`src/picoIo_config.svh`:
```
`ifndef PICOIO_CONFIG_SVH
`define PICOIO_CONFIG_SVH

////////////////////////////////////////
// Processor port addresses
////////////////////////////////////////
`define PA_SLSWTCH      8'h01 // Switches 7:0, read
`define PA_LEDS         8'h02 // LEDs 7:0, write
`define PA_OOB          8'h08 // Out of bounds byte from software
`define PA_LINK_STAT    8'h09 // Radio link status, read
`define PA_CURSOR_CHECK 8'h0A // Cursor and selected bank read address
`define PA_RAM_W_ADDR   8'h0B // Write address, also arms write enable
`define PA_VALID_FLAG   8'h0C // Placement check result, read
`define PA_SLSWTCH_HI   8'h11 // Switches 15:8
`define PA_LEDS_HI      8'h12 // LEDs 15:8
`define PA_RAM_SELECT   8'h13 // Bank select, bit 0
`define PA_RAM_W_VAL    8'h18 // Cell value to write
`define PA_DATA_RX      8'h19 // Received radio byte
`define PA_SHIP_CHECK_1 8'h1A // Extra us bank reads for ship placement
`define PA_SHIP_CHECK_2 8'h1B
`define PA_SHIP_CHECK_3 8'h1C
`define PA_SHIP_CHECK_4 8'h1D
`define PA_DATA_TX      8'h1E // Byte to send over radio
`define PA_DATA_RAM     8'h1F // Cell read back from selected bank

////////////////////////////////////////
// Validity codes
////////////////////////////////////////
`define OUT_OF_BOUNDS 8'hFF // Written to PA_OOB when cursor is off board
`define VALID_FLAG    8'h01
`define INVALID_FLAG  8'h00

// Board memory geometry
`define BOARD_ADDR_W 8
`define CELL_W       2

`endif

```
`src/picoPortPkg.sv`:
```
package picoPortPkg;

	// One data byte on the processor bus
	typedef logic [7:0] byte_t;

	// Processor output side, as seen by the port block
	typedef struct packed {
		byte_t portId;      // Port address
		byte_t outPort;     // Write data
		logic  writeStrobe; // Qualifies writes only
	} hostBus_t;

	// One opcode per decoded port address
	typedef enum logic [4:0] {
		OP_NONE,
		OP_SLSWTCH,
		OP_LEDS,
		OP_OOB,
		OP_LINK_STAT,
		OP_CURSOR_CHECK,
		OP_RAM_W_ADDR,
		OP_VALID_FLAG,
		OP_SLSWTCH_HI,
		OP_LEDS_HI,
		OP_RAM_SELECT,
		OP_RAM_W_VAL,
		OP_DATA_RX,
		OP_SHIP_CHECK_1,
		OP_SHIP_CHECK_2,
		OP_SHIP_CHECK_3,
		OP_SHIP_CHECK_4,
		OP_DATA_TX,
		OP_DATA_RAM
	} portOp_t;

	// Radio status, lands in bits 7:6 of the status byte
	typedef struct packed {
		logic connEstablished;
		logic rxReadyHold; // Held until processor reads rx data
	} linkStat_t;

endpackage

```
`src/boardRamPkg.sv`:
```
`include "picoIo_config.svh"

package boardRamPkg;

	// Board cell, 00 means empty
	typedef logic [`CELL_W-1:0] cell_t;

	// Which board the processor is talking to
	typedef enum logic {
		BANK_US   = 1'b0, // Our fleet
		BANK_THEM = 1'b1  // Our guesses
	} ramSel_t;

	// Everything one board memory needs
	typedef struct packed {
		logic [`BOARD_ADDR_W-1:0] readAddr;
		logic [`BOARD_ADDR_W-1:0] writeAddr;
		cell_t                    writeValue;
		logic                     writeEnable; // Single cycle pulse
	} ramReq_t;

endpackage

```
`src/portDecode.sv`:
```
`timescale 1ns/1ps
`include "picoIo_config.svh"

module portDecode (
	input  picoPortPkg::byte_t   portId,
	output picoPortPkg::portOp_t op
);
	import picoPortPkg::*;

	// Pure lookup, no state
	always_comb begin
		case (portId)
			`PA_SLSWTCH:      op = OP_SLSWTCH;
			`PA_LEDS:         op = OP_LEDS;
			`PA_OOB:          op = OP_OOB;
			`PA_LINK_STAT:    op = OP_LINK_STAT;
			`PA_CURSOR_CHECK: op = OP_CURSOR_CHECK;
			`PA_RAM_W_ADDR:   op = OP_RAM_W_ADDR; // Also arms write enable
			`PA_VALID_FLAG:   op = OP_VALID_FLAG; // Also clears accumulator
			`PA_SLSWTCH_HI:   op = OP_SLSWTCH_HI;
			`PA_LEDS_HI:      op = OP_LEDS_HI;
			`PA_RAM_SELECT:   op = OP_RAM_SELECT;
			`PA_RAM_W_VAL:    op = OP_RAM_W_VAL;
			`PA_DATA_RX:      op = OP_DATA_RX;    // Also drops rx hold
			`PA_SHIP_CHECK_1: op = OP_SHIP_CHECK_1;
			`PA_SHIP_CHECK_2: op = OP_SHIP_CHECK_2;
			`PA_SHIP_CHECK_3: op = OP_SHIP_CHECK_3;
			`PA_SHIP_CHECK_4: op = OP_SHIP_CHECK_4;
			`PA_DATA_TX:      op = OP_DATA_TX;    // Also raises tx send
			`PA_DATA_RAM:     op = OP_DATA_RAM;
			default:          op = OP_NONE;       // Dropped or unused ports
		endcase
	end

endmodule

```
`src/portExecute.sv`:
```
`timescale 1ns/1ps
`include "picoIo_config.svh"

module portExecute (
	input  logic                   clk,
	input  logic                   rstN,
	input  picoPortPkg::hostBus_t  host,
	input  picoPortPkg::portOp_t   op,
	input  boardRamPkg::cell_t     usData,
	input  boardRamPkg::cell_t     themData,
	input  logic                   rxReady,
	input  picoPortPkg::byte_t     rxData,
	input  logic                   connEstablished,
	input  logic                   intRequest,
	input  logic                   interruptAck,
	output boardRamPkg::ramReq_t   usReq,
	output boardRamPkg::ramReq_t   themReq,
	output picoPortPkg::byte_t     cursor,
	output logic [15:0]            leds,
	output picoPortPkg::byte_t     oob,
	output picoPortPkg::byte_t     txData,
	output logic                   txSend,
	output logic                   interrupt,
	output boardRamPkg::ramSel_t   bankSel,
	output picoPortPkg::linkStat_t link,
	output picoPortPkg::byte_t     rxLatch,
	output picoPortPkg::byte_t     validFlag
);
	import picoPortPkg::*;
	import boardRamPkg::*;

	logic  selUs;       // Us bank currently selected
	logic  weArm;       // Write address seen, enable fires next edge
	cell_t placeAcc;    // OR of every us cell read since last clear
	logic  accClear;    // Clear accumulator on next edge
	logic  rxReadyHold;

	assign selUs = (bankSel == BANK_US);

	////////////////////////////////////////
	// Simple processor registers
	////////////////////////////////////////
	always_ff @(posedge clk) begin
		if (!rstN) begin
			leds    <= '0;
			oob     <= '0;
			txData  <= '0;
			bankSel <= BANK_US;
		end else if (host.writeStrobe) begin
			case (op)
				OP_LEDS:       leds[7:0]  <= host.outPort;
				OP_LEDS_HI:    leds[15:8] <= host.outPort;
				OP_OOB:        oob        <= host.outPort;
				OP_DATA_TX:    txData     <= host.outPort; // Send flag handled below
				OP_RAM_SELECT: bankSel    <= ramSel_t'(host.outPort[0]);
				default: ;
			endcase
		end
	end

	////////////////////////////////////////
	// Board memory requests
	////////////////////////////////////////
	always_ff @(posedge clk) begin
		if (!rstN) begin
			usReq   <= '0;
			themReq <= '0;
			cursor  <= '0;
			weArm   <= 1'b0;
		end else begin
			usReq.writeEnable   <= 1'b0; // Default low, pulse only
			themReq.writeEnable <= 1'b0;
			if (weArm) begin
				weArm <= 1'b0;
				if (selUs)
					usReq.writeEnable <= 1'b1;
				else
					themReq.writeEnable <= 1'b1;
			end else if (op == OP_RAM_W_ADDR) begin
				weArm <= 1'b1; // No strobe needed to arm
			end

			if (host.writeStrobe) begin
				case (op)
					OP_CURSOR_CHECK: begin
						if (selUs)
							usReq.readAddr <= host.outPort;
						else
							themReq.readAddr <= host.outPort;
						cursor <= host.outPort; // Display follows the cursor
					end
					// Placement probes always hit our fleet
					OP_SHIP_CHECK_1, OP_SHIP_CHECK_2,
					OP_SHIP_CHECK_3, OP_SHIP_CHECK_4: usReq.readAddr <= host.outPort;
					OP_RAM_W_ADDR: begin
						if (selUs)
							usReq.writeAddr <= host.outPort;
						else
							themReq.writeAddr <= host.outPort;
					end
					OP_RAM_W_VAL: begin
						if (selUs)
							usReq.writeValue <= host.outPort[`CELL_W-1:0];
						else
							themReq.writeValue <= host.outPort[`CELL_W-1:0];
					end
					default: ;
				endcase
			end
		end
	end

	// Placement accumulator, any occupied cell spoils the spot
	always_ff @(posedge clk) begin
		if (!rstN) begin
			placeAcc <= '0;
			accClear <= 1'b0;
		end else if (op == OP_VALID_FLAG) begin
			accClear <= 1'b1; // Result being read, drop it next edge
		end else if (accClear) begin
			placeAcc <= '0;
			accClear <= 1'b0;
		end else begin
			placeAcc <= placeAcc | usData;
		end
	end

	assign validFlag = (oob != `OUT_OF_BOUNDS && placeAcc == '0) ? `VALID_FLAG : `INVALID_FLAG;

	////////////////////////////////////////
	// Radio link and interrupt
	////////////////////////////////////////
	always_ff @(posedge clk) begin
		if (!rstN) begin
			rxLatch     <= '0;
			rxReadyHold <= 1'b0;
			txSend      <= 1'b0;
		end else begin
			if (rxReady)
				rxLatch <= rxData; // Keep last byte until next arrives
			if (rxReady)
				rxReadyHold <= 1'b1;
			else if (op == OP_DATA_RX)
				rxReadyHold <= 1'b0;
			// No busy from the radio, so hold send until the other board answers
			if (op == OP_DATA_TX)
				txSend <= 1'b1;
			else if (rxReady)
				txSend <= 1'b0;
		end
	end

	assign link = '{connEstablished: connEstablished, rxReadyHold: rxReadyHold};

	// Closed loop interrupt, ack beats request
	always_ff @(posedge clk) begin
		if (!rstN)
			interrupt <= 1'b0;
		else if (interruptAck)
			interrupt <= 1'b0;
		else if (intRequest)
			interrupt <= 1'b1;
	end

	aWeExclusive: assert property (@(posedge clk) disable iff (!rstN)
		!(usReq.writeEnable && themReq.writeEnable))
		else $error("both bank write enables high");

	aWeSingle: assert property (@(posedge clk) disable iff (!rstN)
		(usReq.writeEnable || themReq.writeEnable) |=>
		!(usReq.writeEnable || themReq.writeEnable))
		else $error("write enable high for two cycles");

	aIntAck: assert property (@(posedge clk) disable iff (!rstN)
		interruptAck |=> !interrupt)
		else $error("interrupt still high after ack");

endmodule

```
`src/portResult.sv`:
```
`timescale 1ns/1ps

module portResult (
	input  logic                   clk,
	input  logic                   rstN,
	input  picoPortPkg::portOp_t   op,
	input  logic [15:0]            sw,
	input  logic [15:0]            leds,
	input  picoPortPkg::byte_t     cursor,
	input  picoPortPkg::byte_t     oob,
	input  picoPortPkg::byte_t     txData,
	input  picoPortPkg::byte_t     rxLatch,
	input  picoPortPkg::byte_t     validFlag,
	input  picoPortPkg::linkStat_t link,
	input  boardRamPkg::ramSel_t   bankSel,
	input  boardRamPkg::ramReq_t   usReq,
	input  boardRamPkg::ramReq_t   themReq,
	input  boardRamPkg::cell_t     usData,
	input  boardRamPkg::cell_t     themData,
	output picoPortPkg::byte_t     inPort
);
	import picoPortPkg::*;
	import boardRamPkg::*;

	ramReq_t selReq;  // Request of selected bank
	cell_t   selData; // Read data of selected bank

	assign selReq  = (bankSel == BANK_US) ? usReq : themReq;
	assign selData = (bankSel == BANK_US) ? usData : themData;

	////////////////////////////////////////
	// Registered read mux
	////////////////////////////////////////
	always_ff @(posedge clk) begin
		if (!rstN) begin
			inPort <= '0;
		end else begin
			case (op)
				OP_SLSWTCH:      inPort <= sw[7:0];
				OP_SLSWTCH_HI:   inPort <= sw[15:8];
				OP_LEDS:         inPort <= leds[7:0];
				OP_LEDS_HI:      inPort <= leds[15:8];
				OP_OOB:          inPort <= oob;
				OP_LINK_STAT:    inPort <= {link.connEstablished, link.rxReadyHold, 6'b0};
				OP_CURSOR_CHECK: inPort <= selReq.readAddr;
				OP_RAM_W_ADDR:   inPort <= selReq.writeAddr;
				OP_VALID_FLAG:   inPort <= validFlag;
				OP_RAM_SELECT:   inPort <= {7'b0, bankSel};
				OP_RAM_W_VAL:    inPort <= {6'b0, selReq.writeValue};
				OP_DATA_RX:      inPort <= rxLatch;
				// Ship checks echo the cursor
				OP_SHIP_CHECK_1, OP_SHIP_CHECK_2,
				OP_SHIP_CHECK_3, OP_SHIP_CHECK_4: inPort <= cursor;
				OP_DATA_TX:      inPort <= txData;
				OP_DATA_RAM:     inPort <= {6'b0, selData};
				default:         inPort <= '0; // OP_NONE
			endcase
		end
	end

endmodule

```
`src/picoIoTop.sv`:
```
`timescale 1ns/1ps

module picoIoTop (
	input  logic                  clk,
	input  logic                  rstN,
	input  picoPortPkg::hostBus_t host,
	input  logic [15:0]           sw,
	input  boardRamPkg::cell_t    usData,
	input  boardRamPkg::cell_t    themData,
	input  logic                  rxReady,
	input  picoPortPkg::byte_t    rxData,
	input  logic                  connEstablished,
	input  logic                  intRequest,
	input  logic                  interruptAck,
	output picoPortPkg::byte_t    inPort,
	output boardRamPkg::ramReq_t  usReq,
	output boardRamPkg::ramReq_t  themReq,
	output picoPortPkg::byte_t    cursor,
	output logic [15:0]           leds,
	output logic                  txSend,
	output picoPortPkg::byte_t    txData,
	output logic                  interrupt
);
	import picoPortPkg::*;
	import boardRamPkg::*;

	portOp_t   op;        // Shared by execute and result
	byte_t     oob;
	byte_t     rxLatch;
	byte_t     validFlag;
	ramSel_t   bankSel;
	linkStat_t link;

	portDecode i_decode (
		.portId (host.portId),
		.op     (op)
	);

	portExecute i_execute (
		.clk             (clk),
		.rstN            (rstN),
		.host            (host),
		.op              (op),
		.usData          (usData),
		.themData        (themData),
		.rxReady         (rxReady),
		.rxData          (rxData),
		.connEstablished (connEstablished),
		.intRequest      (intRequest),
		.interruptAck    (interruptAck),
		.usReq           (usReq),
		.themReq         (themReq),
		.cursor          (cursor),
		.leds            (leds),
		.oob             (oob),
		.txData          (txData),
		.txSend          (txSend),
		.interrupt       (interrupt),
		.bankSel         (bankSel),
		.link            (link),
		.rxLatch         (rxLatch),
		.validFlag       (validFlag)
	);

	portResult i_result (
		.clk       (clk),
		.rstN      (rstN),
		.op        (op),
		.sw        (sw),
		.leds      (leds),
		.cursor    (cursor),
		.oob       (oob),
		.txData    (txData),
		.rxLatch   (rxLatch),
		.validFlag (validFlag),
		.link      (link),
		.bankSel   (bankSel),
		.usReq     (usReq),
		.themReq   (themReq),
		.usData    (usData),
		.themData  (themData),
		.inPort    (inPort)
	);

endmodule

```
`config.mk`:
```
export PLATFORM = sky130hd
export DESIGN_NAME = picoIoTop
export DESIGN_NICKNAME = d
export VERILOG_FILES = /design/src/picoPortPkg.sv /design/src/boardRamPkg.sv /design/src/portDecode.sv /design/src/portExecute.sv /design/src/portResult.sv /design/src/picoIoTop.sv
export VERILOG_INCLUDE_DIRS = /design/src
export SDC_FILE = /design/constraint.sdc
export NUM_CORES = 1
export LEC_CHECK = 0
export ABC_CLOCK_PERIOD_IN_PS = 4100
export BUFFER_PORTS_ARGS = -buffer_cell sky130_fd_sc_hd__buf_2
export CELL_PAD_IN_SITES_DETAIL_PLACEMENT = 1
export CELL_PAD_IN_SITES_GLOBAL_PLACEMENT = 2
export CORE_MARGIN = 3
export CORE_UTILIZATION = 33
export DETAILED_ROUTE_END_ITERATION = 8
export GPL_TIMING_DRIVEN = 0
export MAX_ROUTING_LAYER = met4
export PLACE_DENSITY_LB_ADDON = 0.1
export SKIP_LAST_GASP = 1
export SLEW_MARGIN = 20
export SYNTH_ARGS = -nofsm -noshare
export SYNTH_HDL_FRONTEND = slang
export SYNTH_SLANG_ARGS = --single-unit
```
`constraint.sdc`:
```
create_clock -name clk -period 4.1 [get_ports clk]
set_input_delay 0.205 -clock clk [delete_from_list [all_inputs] [get_ports clk]]
set_output_delay 0.205 -clock clk [all_outputs]
set_load 0.02 [all_outputs]
```
==> flow_metrics.tcl <==
set metrics [dict create \
    grt_overflow 0 \
    route.detailed.drc 0 \
    worst_slack_ps 1270 \
    io_buffer_count 122 \
    dp_slack_ps 999 \
    n_fill_cell 1777 \
    async_reset_ff_share_pct 0 \
    reg2reg_depth 7 \
    synth_top_flop_cell "dfxtp_1" \
    ys.warnings.count 0 \
    fin_util_pct 42.0 \
    antenna_left 0 \
    critPathLaunch "host[9]" \
    synth_edf_count 0 \
    grt_antenna_before_repair 0 \
    slew_violations 0 \
    routed_via_density 5.36 \
    std_cell_rows 44 \
    hold_start "usData[0]" \
    max_freq_ghz 0.354 \
    final_common_cell "buf_2" \
    clock_latency_ps 360 \
    synthCells 580 \
    ir_worst_vdd_uv 207 \
    syn2layout_area_growth_pct 23.1 \
    start_kind "input port" \
    crit_path_top_delay_cell "a2111oi_0" \
    hpwl_um 14700 \
    rsz0062_at_grt "false" \
    reg2reg_from "i_execute.bankSel" \
    holdBufCountCts 1 \
    cts_tree "done" \
    relSlewSlack_pct 25.6 \
    core_region_area_mm2 0.0147 \
    fin_crit_sh_pct 68.9 \
    layout-drive-gt1-share_pct 25.6 \
    numCtsBuffers 9 \
    worst_pin_slew_ps 1110 \
    initial_core_util_pct 34.1 \
    cp_data_arrival_time_ps 3030 \
    final_cell_mix "128 x buf_2, 119 x nand2_1, 102 x dfxtp_1" \
    holdCritPathClass "input port to register" \
    endpoint_kind "register" \
    gp_congestion 0.844 \
    ys_ff_latch 102 \
    antenna_cells 0 \
    ys_seq_area_share_pct 40.7 \
    required_ps 4300 \
    syn_area_per_cell_um2 8.65 \
    min_period_ps 2830 \
    nets 770 \
    setup_viol 0 \
    synth_nets 636 \
    path_depth 11 \
    cts_post_setup_buffers_inserted 0 \
    clk_path_buf_depth 2 \
    holdPathStages 3 \
    path_buf_inv 3 \
    cp_cell_sequence "buf_2 > inv_1 > ha_1 > nand2b_1 > a21oi_1 > o21ai_1 > nand3b_1 > buf_4 > o22ai_1 > a2111oi_0 > a31oi_1" \
    skew_ps 12.9 \
    die_w_um 129 \
    io_pins 131 \
    dieArea_mm2 0.0167 \
    tns_ps 0 \
    die_y_um 129 \
    dp.cells 886 \
    first_iter_violations 267 \
    critPathKind "input port to register" \
    root_buffer "clkbuf_16" \
    status "complete, no violations" \
    drt-pass1-iter-count 5 \
    grt_use_total_pct 24.1 \
    crit_fanout 10 \
    hold_viol 0 \
    cts.reportedPaths.clkPinSlew_ps 70 \
    powerDensity_mw_per_mm2 338 \
    ys_types 70 \
    leakage_uw 0.00235 \
    finalPower_uw 2090 \
    crit_family "compound AO/OA/AOI/OAI gates" \
    num_vias 4839 \
    grt_max_degree 18 \
    wl_per_cell_um 21.4 \
    wirelength_um 19400 \
    syn-cell-area_mm2 0.00501 \
    cts_sinks 102 \
    cts.htree.levels 3 \
    grt_first_pass_wirelength_um 29400 \
    fin_cells 903 \
    cap_violations 0 \
    cts_resized 0 \
    grt_pass1_vias 5068 \
    critPathMaxStageDelay_ps 680 \
]
-- registers in the layout (all words and copies together), names as in the netlist, 2 cells and up --
name / count
i_execute.cursor: 8
i_execute.themReq: 19
i_execute.oob: 8
i_execute.rxLatch: 8
i_result.inPort: 8
i_execute.usReq: 19
i_execute.placeAcc: 2
i_execute.leds: 16
i_execute.txData: 8
-- kinds of logic after synthesis --
logic type	share of synthesized area [%]
AO/OA/AOI/OAI	18.7
buffers and inverters	3.97
AND/OR/NAND/NOR	22.5
adder cells (fa/ha/maj)	1.25
multiplexers	12.6
XOR/XNOR	0.175
flip-flops	40.7
-- synthesized netlist by cell type, types with 3 or more instances --
cell        n  area, um2
a22o_1      6       52.6
buf_4       5       37.5
nor2b_1     5       31.3
dfxtp_1   102       2040
clkbuf_1   24       90.1
nand3_1    17       85.1
nand2_1   119        447
o221a_1     3       33.8
nor3_4      4       65.1
a22oi_1    10       75.1
nand2b_1    4       25.0
nor2_1     46        173
mux2i_1    60        601
and3_1      3       18.8
nor3_1     11       55.1
o22ai_1     5       31.3
a221oi_1    5       43.8
o32ai_1     3       26.3
buf_2       6       30.0
ha_1        5       62.6
a21oi_1    65        325
inv_1       6       22.5
a31oi_1     7       43.8
-- worst register-to-register path, delay by kind of cell (launching register included) --
| family | cells | cell delay (ps) |
|---|---|---|
| AO/OA/AOI/OAI | 4 | 1140 |
| flip-flops | 1 | 310 |
| multiplexers | 1 | 310 |
| buffers and inverters | 1 | 610 |
| AND/OR/NAND/NOR | 1 | 60 |
-- power breakdown --
part | total [uW] | leakage (uW) | internal, uW | switching, uW
clock network | 902 | 0.000144 | 497 | 405
logic | 180 | 0.00138 | 58.4 | 122
registers | 1000 | 0.000824 | 999 | 5.88
total | 2090 | 0.00235 | 1550 | 533
-- layer usage --
| metal | vias to the layer above | GRT usage (%) | share of wire, % |
|---|---|---|---|
| li1 | 2325 | - | - |
| met4 | 0 | 6.86 | 2.3 |
| met1 | 2360 | 30.0 | 44 |
| met5 | - | - | 0 |
| met2 | 125 | 39.7 | 49 |
| met3 | 29 | 4.95 | 5.3 |
-- per-stage QoR --
step	hold slack [ps]	instance area (um2)
floorplan	282	5010
global placement	368	5860
detailed placement	372	5860
CTS	79.7	6170
global route	107	6170
finish	88.3	6170
-- path summary, 6_finish.rpt --
| path | end | slack (ps) |
|---|---|---|
| setup reg to reg | i_result.inPort[0] | 1520 |
| setup / recovery | i_result.inPort[0] | 1270 |
| hold reg to reg | i_execute.usReq[0] | 460 |
| hold / removal | i_execute.placeAcc[0] | 90 |
-- cell type report --
| cell class | instances | area, um2 | share of cell area, % |
|---|---|---|---|
| multi-input cells | 434 | 2770 | 44.9 |
| flip-flops and latches | 102 | 2040 | 33.1 |
| repair buffers | 123 | 621 | 10.1 |
| clock buffers | 11 | 243 | 3.93 |
| well taps | 184 | 230 | 3.73 |
| plain buffers | 36 | 169 | 2.74 |
| clock inverters | 5 | 65.1 | 1.05 |
| inverters | 8 | 30.0 | 0.486 |
Power figures use the tool's default switching activity.
